**config.mk**
```make
export PLATFORM = sky130hd
export DESIGN_NAME = iso14443a_pcd_tx
export DESIGN_NICKNAME = d
export VERILOG_FILES = /design/src/verilog/pcd_tx_pkg.sv /design/src/verilog/pcd_slot_if.sv /design/src/verilog/pcd_etu_counter.sv /design/src/verilog/pcd_frame_sequencer.sv /design/src/verilog/pcd_byte_shifter.sv /design/src/verilog/pcd_crc_a.sv /design/src/verilog/pcd_miller_encoder.sv /design/src/verilog/iso14443a_pcd_tx.sv
export SDC_FILE = /design/constraint.sdc
export NUM_CORES = 1
export LEC_CHECK = 0
export ABC_CLOCK_PERIOD_IN_PS = 7600
export BUFFER_PORTS_ARGS = -buffer_cell sky130_fd_sc_hd__buf_4
export CAP_MARGIN = 10
export CORE_MARGIN = 2
export CORE_UTILIZATION = 50
export DETAILED_ROUTE_END_ITERATION = 8
export GPL_TIMING_DRIVEN = 0
export PLACE_DENSITY = 0.65
export SLEW_MARGIN = 25
export SYNTH_ARGS = -nofsm -noshare
export SYNTH_HDL_FRONTEND = slang
export SYNTH_HIERARCHICAL = 1
export SYNTH_SLANG_ARGS = --single-unit
```
**constraint.sdc**
```tcl
create_clock -name pcd_clk -period 7.6 [get_ports pcd_clk]
set_clock_uncertainty 0.05 [all_clocks]
set_input_delay 0.38 -clock pcd_clk [delete_from_list [all_inputs] [get_ports pcd_clk]]
set_output_delay 0.38 -clock pcd_clk [all_outputs]
set_load 0.1 [all_outputs]
```
**src/verilog/pcd_tx_pkg.sv**
```systemverilog
// ----------------------------------------
// Miller sequence and slot symbol types,
// ISO 14443A default timing, shifter load
// selects and the CRC_A byte update
// ----------------------------------------

package pcd_tx_pkg;

    // the three modified Miller sequences
    typedef enum logic [1:0] {
        SEQ_X,
        SEQ_Y,
        SEQ_Z
    } pcd_seq_t;

    // what a bit slot carries on the air
    typedef enum logic [1:0] {
        SYM_SOF,
        SYM_DATA,
        SYM_EOF_ZERO,
        SYM_EOF_Y
    } pcd_sym_t;

    // carrier ticks per bit time and pause timing (ISO/IEC 14443-2)
    localparam int DEF_BIT_TICKS   = 128;
    localparam int DEF_PAUSE_TICKS = 32;
    localparam int DEF_X_OFFSET    = 64;
    localparam int DEF_Z_OFFSET    = 0;

    localparam logic [15:0] CRC_A_INIT = 16'h6363;

    // byte source for the shifter on a load
    localparam logic [1:0] LOAD_DATA   = 2'd0;
    localparam logic [1:0] LOAD_CRC_LO = 2'd1;
    localparam logic [1:0] LOAD_CRC_HI = 2'd2;

    // byte-wise CRC_A step, the data byte is folded into the low CRC byte first
    function automatic logic [15:0] crc_a_update(input logic [15:0] crc, input logic [7:0] data);
        logic [7:0] t;
        t = data ^ crc[7:0];
        t = t ^ {t[3:0], 4'd0};
        return {8'd0, crc[15:8]} ^ {t, 8'd0} ^ {5'd0, t, 3'd0} ^ {12'd0, t[7:4]};
    endfunction

endpackage

```
**src/verilog/pcd_slot_if.sv**
```systemverilog
// ----------------------------------------
// bit slot timing and current symbol
// ----------------------------------------

`timescale 1ns/10ps

// every signal here lives in the pcd_clk domain
interface pcd_slot_if
    import pcd_tx_pkg::*;
#(
    parameter int BIT_TICKS = DEF_BIT_TICKS
);

    logic                         run;
    logic                         bit_start;
    logic [$clog2(BIT_TICKS)-1:0] tick_count;
    pcd_sym_t                     symbol;
    logic                         bit_value;

    modport etu (input run, output bit_start, output tick_count);

    // the sequencer watches tick_count to find the last tick of the frame
    modport sequencer (output run, output symbol, output bit_value,
                       input bit_start, input tick_count);

    modport encoder (input run, input bit_start, input tick_count,
                     input symbol, input bit_value);

endinterface

```
**src/verilog/pcd_etu_counter.sv**
```systemverilog
// ----------------------------------------
// carrier tick counter for one bit time
// ----------------------------------------

`timescale 1ns/10ps

module pcd_etu_counter
    import pcd_tx_pkg::*;
#(
    parameter int BIT_TICKS = DEF_BIT_TICKS
) (
    input  logic   pcd_clk,
    input  logic   reset,
    pcd_slot_if.etu slot
);

    // the count sits at 0 while idle, so the first run cycle is tick 0 of the SOF slot
    always_ff @(posedge pcd_clk) begin
        if (reset) begin
            slot.tick_count <= '0;
        end
        else if (!slot.run) begin
            slot.tick_count <= '0;
        end
        else if (int'(slot.tick_count) == BIT_TICKS - 1) begin
            slot.tick_count <= '0;
        end
        else begin
            slot.tick_count <= slot.tick_count + 1'b1;
        end
    end

    // one pulse on tick 0 of every slot
    assign slot.bit_start = slot.run && (slot.tick_count == '0);

endmodule

```
**src/verilog/pcd_frame_sequencer.sv**
```systemverilog
// ----------------------------------------
// frame FSM, SOF, data bits with parity,
// CRC bytes and EOF
// ----------------------------------------

`timescale 1ns/10ps

module pcd_frame_sequencer
    import pcd_tx_pkg::*;
#(
    parameter int BIT_TICKS = DEF_BIT_TICKS
) (
    input  logic          pcd_clk,
    input  logic          reset,
    input  logic          start,
    input  logic          tx_last,
    input  logic          add_crc,
    output logic          data_req,
    output logic          sending,
    output logic [1:0]    load_sel,
    output logic          load,
    output logic          shift,
    input  logic          shift_bit,
    input  logic          parity,
    output logic          crc_clear,
    output logic          crc_update,
    pcd_slot_if.sequencer slot
);

    typedef enum logic [2:0] {IDLE, SOF, DATA, PARITY, CRC_BYTES, EOF_ZERO, EOF_Y} state_t;

    state_t     state_q, state_d;
    logic [3:0] idx_q, idx_d;
    logic       crc_hi_q, crc_hi_d;
    pcd_sym_t   sym_q, sym_d;
    logic       bit_q, bit_d;
    logic       active;
    logic       crc_en_q;
    logic       last_q;
    logic       start_ok;
    logic       slot_end;

    assign start_ok = start && !active;
    assign slot_end = int'(slot.tick_count) == BIT_TICKS - 1;

    // ----------------------------------------
    // next slot decision
    // ----------------------------------------

    // the state names the slot on air, it moves on at the bit_start of the following slot
    always_comb begin
        state_d  = state_q;
        idx_d    = idx_q;
        crc_hi_d = crc_hi_q;
        sym_d    = sym_q;
        bit_d    = bit_q;
        load     = 1'b0;
        load_sel = LOAD_DATA;
        shift    = 1'b0;
        data_req = 1'b0;
        if (start_ok) begin
            // byte 0 goes into the shifter straight away
            state_d = IDLE;
            load    = 1'b1;
        end
        else if (slot.bit_start) begin
            sym_d = SYM_DATA;
            bit_d = shift_bit;
            case (state_q)
                IDLE: begin
                    state_d = SOF;
                    sym_d   = SYM_SOF;
                    bit_d   = 1'b0;
                end
                SOF: begin
                    state_d = DATA;
                    idx_d   = 4'd0;
                    shift   = 1'b1;
                end
                DATA: begin
                    if (idx_q == 4'd7) begin
                        state_d = PARITY;
                        bit_d   = parity;
                    end
                    else begin
                        idx_d = idx_q + 4'd1;
                        shift = 1'b1;
                    end
                end
                PARITY: begin
                    idx_d = 4'd0;
                    if (!last_q) begin
                        // next data byte is loaded and its bit 0 sent in the same slot
                        state_d  = DATA;
                        load     = 1'b1;
                        shift    = 1'b1;
                        data_req = 1'b1;
                    end
                    else if (crc_en_q) begin
                        state_d  = CRC_BYTES;
                        crc_hi_d = 1'b0;
                        load     = 1'b1;
                        load_sel = LOAD_CRC_LO;
                        shift    = 1'b1;
                    end
                    else begin
                        state_d = EOF_ZERO;
                        sym_d   = SYM_EOF_ZERO;
                        bit_d   = 1'b0;
                    end
                end
                CRC_BYTES: begin
                    // index 8 is the parity slot of the CRC byte
                    if (idx_q == 4'd8 && !crc_hi_q) begin
                        idx_d    = 4'd0;
                        crc_hi_d = 1'b1;
                        load     = 1'b1;
                        load_sel = LOAD_CRC_HI;
                        shift    = 1'b1;
                    end
                    else if (idx_q == 4'd8) begin
                        state_d = EOF_ZERO;
                        sym_d   = SYM_EOF_ZERO;
                        bit_d   = 1'b0;
                    end
                    else if (idx_q == 4'd7) begin
                        idx_d = 4'd8;
                        bit_d = parity;
                    end
                    else begin
                        idx_d = idx_q + 4'd1;
                        shift = 1'b1;
                    end
                end
                EOF_ZERO: begin
                    state_d = EOF_Y;
                    sym_d   = SYM_EOF_Y;
                    bit_d   = 1'b0;
                end
                default: begin
                    state_d = state_q;
                    sym_d   = sym_q;
                    bit_d   = bit_q;
                end
            endcase
        end
    end

    // ----------------------------------------
    // state registers
    // ----------------------------------------

    always_ff @(posedge pcd_clk) begin
        if (reset) begin
            active   <= 1'b0;
            state_q  <= IDLE;
            idx_q    <= 4'd0;
            crc_hi_q <= 1'b0;
            sym_q    <= SYM_SOF;
            bit_q    <= 1'b0;
            crc_en_q <= 1'b0;
            last_q   <= 1'b0;
        end
        else begin
            state_q  <= state_d;
            idx_q    <= idx_d;
            crc_hi_q <= crc_hi_d;
            sym_q    <= sym_d;
            bit_q    <= bit_d;
            if (start_ok) begin
                active   <= 1'b1;
                crc_en_q <= add_crc;
            end
            else if (state_q == EOF_Y && slot_end) begin
                // the frame ends with the last tick of the EOF Y slot
                active <= 1'b0;
            end
            if (start_ok || data_req) begin
                last_q <= tx_last;
            end
        end
    end

    // the symbol is already valid on tick 0, the encoder samples it there
    assign slot.symbol    = slot.bit_start ? sym_d : sym_q;
    assign slot.bit_value = slot.bit_start ? bit_d : bit_q;
    assign slot.run       = active;
    assign sending        = active;

    // the CRC covers data bytes only
    assign crc_clear  = start_ok;
    assign crc_update = load && (load_sel == LOAD_DATA);

endmodule

```
**src/verilog/pcd_byte_shifter.sv**
```systemverilog
// ----------------------------------------
// byte shift register, LSB first, with
// running odd parity
// ----------------------------------------

`timescale 1ns/10ps

module pcd_byte_shifter
    import pcd_tx_pkg::*;
(
    input  logic        pcd_clk,
    input  logic        reset,
    input  logic        load,
    input  logic [1:0]  load_sel,
    input  logic [7:0]  tx_data,
    input  logic [15:0] crc,
    input  logic        shift,
    output logic        shift_bit,
    output logic        parity
);

    logic [7:0] sr;
    logic [7:0] sel_byte;
    logic [7:0] cur_byte;

    always_comb begin
        case (load_sel)
            LOAD_CRC_LO: sel_byte = crc[7:0];
            LOAD_CRC_HI: sel_byte = crc[15:8];
            default:     sel_byte = tx_data;
        endcase
    end

    // a load together with a shift sends bit 0 of the new byte in that same cycle
    assign cur_byte  = load ? sel_byte : sr;
    assign shift_bit = cur_byte[0];

    // parity starts at 1 and flips on every 1 shifted out, giving odd parity
    always_ff @(posedge pcd_clk) begin
        if (reset) begin
            sr     <= 8'd0;
            parity <= 1'b1;
        end
        else if (load || shift) begin
            sr     <= shift ? {1'b0, cur_byte[7:1]} : cur_byte;
            parity <= (load ? 1'b1 : parity) ^ (shift & cur_byte[0]);
        end
    end

endmodule

```
**src/verilog/pcd_crc_a.sv**
```systemverilog
// ----------------------------------------
// CRC_A accumulator over frame data bytes
// ----------------------------------------

`timescale 1ns/10ps

module pcd_crc_a
    import pcd_tx_pkg::*;
(
    input  logic        pcd_clk,
    input  logic        reset,
    input  logic        clear,
    input  logic        update,
    input  logic [7:0]  data,
    output logic [15:0] crc
);

    logic [7:0] data_q;
    logic       pend;

    // the byte is captured with its load and folded in on the next cycle
    always_ff @(posedge pcd_clk) begin
        if (update) begin
            data_q <= data;
        end
    end

    always_ff @(posedge pcd_clk) begin
        if (reset) begin
            pend <= 1'b0;
            crc  <= CRC_A_INIT;
        end
        else begin
            pend <= update;
            if (clear) begin
                crc <= CRC_A_INIT;
            end
            else if (pend) begin
                crc <= crc_a_update(crc, data_q);
            end
        end
    end

endmodule

```
**src/verilog/pcd_miller_encoder.sv**
```systemverilog
// ----------------------------------------
// modified Miller encoder driving pause_n
// ----------------------------------------

`timescale 1ns/10ps

module pcd_miller_encoder
    import pcd_tx_pkg::*;
#(
    parameter int PAUSE_TICKS = DEF_PAUSE_TICKS,
    parameter int X_OFFSET    = DEF_X_OFFSET,
    parameter int Z_OFFSET    = DEF_Z_OFFSET
) (
    input  logic        pcd_clk,
    input  logic        reset,
    pcd_slot_if.encoder slot,
    output logic        pause_n
);

    pcd_seq_t seq_q;
    pcd_seq_t seq_d;
    pcd_seq_t cur_seq;
    int       tick;
    logic     in_pause;

    // a 1 is X, a 0 after X is Y and any other 0 is Z
    always_comb begin
        case (slot.symbol)
            SYM_SOF:   seq_d = SEQ_Z;
            SYM_EOF_Y: seq_d = SEQ_Y;
            default: begin
                if (slot.symbol == SYM_DATA && slot.bit_value) begin
                    seq_d = SEQ_X;
                end
                else begin
                    seq_d = (seq_q == SEQ_X) ? SEQ_Y : SEQ_Z;
                end
            end
        endcase
    end

    // the new sequence is needed on tick 0 already for Z
    always_comb begin
        cur_seq = slot.bit_start ? seq_d : seq_q;
        tick    = int'(slot.tick_count);
        case (cur_seq)
            SEQ_X:   in_pause = (tick >= X_OFFSET) && (tick < X_OFFSET + PAUSE_TICKS);
            SEQ_Z:   in_pause = (tick >= Z_OFFSET) && (tick < Z_OFFSET + PAUSE_TICKS);
            default: in_pause = 1'b0;
        endcase
    end

    always_ff @(posedge pcd_clk) begin
        if (reset) begin
            seq_q   <= SEQ_Y;
            pause_n <= 1'b1;
        end
        else begin
            if (slot.bit_start) begin
                seq_q <= seq_d;
            end
            pause_n <= !(slot.run && in_pause);
        end
    end

endmodule

```
**src/verilog/iso14443a_pcd_tx.sv**
```systemverilog
// ----------------------------------------
// ISO 14443A PCD to PICC transmitter top
// ----------------------------------------

`timescale 1ns/10ps

module iso14443a_pcd_tx
    import pcd_tx_pkg::*;
#(
    parameter int BIT_TICKS   = DEF_BIT_TICKS,
    parameter int PAUSE_TICKS = DEF_PAUSE_TICKS,
    parameter int X_OFFSET    = DEF_X_OFFSET,
    parameter int Z_OFFSET    = DEF_Z_OFFSET
) (
    input  logic       pcd_clk,
    input  logic       reset,
    input  logic       start,
    input  logic [7:0] tx_data,
    input  logic       tx_last,
    input  logic       add_crc,
    output logic       data_req,
    output logic       sending,
    output logic       pause_n
);

    logic [1:0]  load_sel;
    logic        load;
    logic        shift;
    logic        shift_bit;
    logic        parity;
    logic        crc_clear;
    logic        crc_update;
    logic [15:0] crc;

    pcd_slot_if #(.BIT_TICKS(BIT_TICKS)) slot_if ();

    pcd_etu_counter #(.BIT_TICKS(BIT_TICKS)) etu0 (
        .pcd_clk (pcd_clk),
        .reset   (reset),
        .slot    (slot_if.etu)
    );

    pcd_frame_sequencer #(.BIT_TICKS(BIT_TICKS)) seq0 (
        .pcd_clk    (pcd_clk),
        .reset      (reset),
        .start      (start),
        .tx_last    (tx_last),
        .add_crc    (add_crc),
        .data_req   (data_req),
        .sending    (sending),
        .load_sel   (load_sel),
        .load       (load),
        .shift      (shift),
        .shift_bit  (shift_bit),
        .parity     (parity),
        .crc_clear  (crc_clear),
        .crc_update (crc_update),
        .slot       (slot_if.sequencer)
    );

    pcd_byte_shifter shift0 (
        .pcd_clk   (pcd_clk),
        .reset     (reset),
        .load      (load),
        .load_sel  (load_sel),
        .tx_data   (tx_data),
        .crc       (crc),
        .shift     (shift),
        .shift_bit (shift_bit),
        .parity    (parity)
    );

    pcd_crc_a crc0 (
        .pcd_clk (pcd_clk),
        .reset   (reset),
        .clear   (crc_clear),
        .update  (crc_update),
        .data    (tx_data),
        .crc     (crc)
    );

    pcd_miller_encoder #(
        .PAUSE_TICKS (PAUSE_TICKS),
        .X_OFFSET    (X_OFFSET),
        .Z_OFFSET    (Z_OFFSET)
    ) enc0 (
        .pcd_clk (pcd_clk),
        .reset   (reset),
        .slot    (slot_if.encoder),
        .pause_n (pause_n)
    );

endmodule

```
==> summary.txt <==
Run status
  – Status: finished clean

STA
  – Slew Viols, Final: 0
  – Setup violators final: 0
  – RSZ-0062 raised after global routing: no
  – Worst rel slew slack: 42.5%
  – Max Clk Rate: 0.196 GHz
  – Period utilization: 67.2%
  – Final critical-path required period: 5.11 ns
  – TNS Setup: 0 ns
  – Final Hold Violating Endpoints: 0
  – Setup ws final: 2.49 ns
  – Worst-Margin Slew: 0.855 ns

Setup path
  – Reg2Reg Launch Point: etu0/slot.tick_count[0]
  – Max Fanout on Critical Path: 10
  – WS Path Type: reg -> reg
  – Endpoint class of the critical path: register
  – Setup crit start: etu0/slot.tick_count[0]
  – CP Launch Type: register
  – Crit path DAT: 5.26 ns
  – Critical Path RT: 7.75 ns

Synth
  – Number of flops mapped to enable cells by yosys: 8
  – Syn. warnings: 6
  – Synth area leader: dfxtp_1
  – Top cell type's share of synthesized area: 29.7%
  – Top_reg_cell synth: dfxtp_1
  – Mapped Cells: 351
  – Mapped Area: 3370 um^2
  – Number of distinct library cells after synthesis: 72
  – Area contributors post-synth: dfxtp_1, edfxtp_1, xnor3_1, ha_1, xnor2_1
  – Syn Nets: 375
  – Sequential element share of the synthesized area: 36.8%
  – Async set-or-reset flop fraction in the synthesized netlist: 0%
  – Post-synthesis average cell area: 9.61 um^2
  – Yosys reg bits: 58

Pwr
  – Pleak: 1.49 nW
  – Maximum VDD drop: 0.000122 V
  – PwrDens: 204 nW/um^2

CTS
  – CTS Buf Count: 9
  – CTS sink cnt: 58
  – CTS tree: yes
  – H-tree depth: 3
  – Clock Pin Slew Worst Setup and Hold Paths: 0.07 ns
  – Setup bufs post-CTS: 0
  – Clock Tree Buf Depth: 2
  – Root buf cell: clkbuf_8
  – Clock latency at the later pin of the worst-skew pair: 0.34 ns
  – Post-CTS Resized: 0
  – Cts hold-fix bufs: 0

Die
  – Initial core utilization: 52.5%
  – Core Area: 6420 um^2
  – I/O pins: 16
  – Die width: 86.1 um
  – Die area: 7420 um^2
  – Die height: 86.1 um
  – Placement Rows: 29

GRT
  – First-pass GRT wire length: 12.2 mm
  – Global route overflow: 0
  – Initial antenna violation count: 0
  – Largest net degree at the start of global routing: 14
  – Tot GR Track Use: 21.1%
  – Vias in the first global route: 2460

Worst hold path
  – Hold_sp: tx_data[6]
  – Hold WC Path Type: in -> reg

Placed design
  – Final HPWL from detailed placement: 5.26 mm
  – Port bufs: 15
  – Placer Congestion: 0.917
  – Worst setup slack after placement: 2.52 ns

Route
  – Vias per Instance: 5.75
  – # DRC: 0
  – Drt first-iter violations: 152
  – Final ANT Viol Nets: 0
  – Wire per inst: 15.8 um
  – Detailed-route via count: 2641
  – Total Routed Length: 7.26 mm
  – First drt pass iteration count: 4

Final layout
  – Most common library cell in the layout ignoring fill and taps: dfxtp_1
  – Footprint of the multi-input gates: 1970 um^2
  – Fillers: 561
  – Share of cells above drive strength 1: 18.6%
  – Antenna cells: 0
  – Sequential Area: 1240 um^2
  – NumNets Final: 401
  – Most frequent cells in the layout: dfxtp_1, nor2_1, nand2_1
  – Area grow syn2layout: 12.6%

Run
  – Max_cap viols: 0
final cells by class:
type	instances	area share, %
buffer	18	2.93
tap	77	2.54
multi-input combinational	260	51.9
sequential	58	32.7
timing repair buffer	15	2.97
clock inverter	6	2.14
clock buffer	10	3.36
inverter	15	1.48
Yosys cell counts (5+ instances only):
| master | n |
|---|---|
| dfxtp_1 | 50 |
| nor2_1 | 24 |
| nand2_1 | 21 |
| a21oi_1 | 19 |
| inv_1 | 15 |
| nand3_1 | 13 |
| o21ai_0 | 13 |
| xnor2_1 | 13 |
| ha_1 | 11 |
| nand3b_1 | 10 |
| clkbuf_1 | 9 |
| nor2b_1 | 9 |
| o211ai_1 | 9 |
| edfxtp_1 | 8 |
| nor3_1 | 8 |
| or2_2 | 8 |
| xnor3_1 | 8 |
| a211oi_1 | 7 |
| a22o_2 | 7 |
| nand2b_1 | 7 |
| o22ai_1 | 6 |
| buf_6 | 5 |
worst paths after layout:
path / to / slack, ns / cells past startpoint
setup reg to reg: enc0/pause_n / 2.49 / 18
hold / removal: crc0/data_q[6] / 0.17 / 1
setup / recovery: enc0/pause_n / 2.49 / 18
hold reg to reg: seq0/crc_en_q / 0.44 / 2
stage by stage:
step	cells	utilization, %	hold WS, ns	power [W]	cell area (um^2)
after floorplan	351	-	0.391	0.000441	3370
after global placement	443	55.8	0.411	0.000467	3580
after detailed placement	443	55.9	0.426	0.000468	3590
after CTS	459	59.1	0.163	0.000780	3800
after global routing	459	59.1	0.171	0.000808	3800
final	459	59.1	0.174	0.000775	3800
report_power, final:
group	total [W]	leakage (nW)	switching (W)	internal, W
registers	0.000339	0.485	0.0000123	0.000326
logic	0.000123	0.902	0.0000608	0.0000626
clock network	0.000313	0.105	0.000130	0.000183
state kept, by name, indices dropped and copies added (netlist names), 2 cells and up:
register / cells
enc0/seq_q: 2
shift0/sr: 8
crc0/data_q: 8
seq0/sym_q: 2
crc0/crc: 16
etu0/slot.tick_count: 7
seq0/idx_q: 4
seq0/state_q: 3
critical path, cell delays in order (launching register included):
cell and delay (ns):
dfxtp_1 0.35, inv_1 0.07, ha_1 0.14, nand3_1 0.08
nor4_2 0.65, nand2_1 0.32, nor3_1 0.41, inv_1 0.08
ha_1 0.33, clkbuf_1 0.34, nand3b_1 0.14, o221a_4 0.16
mux2i_1 0.14, nor4_1 0.06, a211o_1 0.33, and4_2 0.24
or4_4 0.43, xor2_1 0.15, or4b_1 0.50
kinds of logic (layout without fill, tap and decap cells):
kind of cell	count (synthesis)	after routing	share of synthesized area, %
buf+inv	33	64	4.97
compound gates	91	91	19.4
simple gates	125	125	20.9
mux	3	3	0.928
fa+ha+maj	11	11	4.08
flops	58	58	36.8
xor+xnor	30	30	12.8
metal layers:
metal	GRT usage [%]	vias to the layer above	part of all wire, %	routed length [um]
met5	0	-	0	0
met4	9.09	0	1.9	136
met3	3.46	10	4.7	341
met2	29.3	47	41	2960
met1	32.0	1254	53	3830
li1	-	1330	-	-
Note: power is estimated with default switching activity, not from simulation.
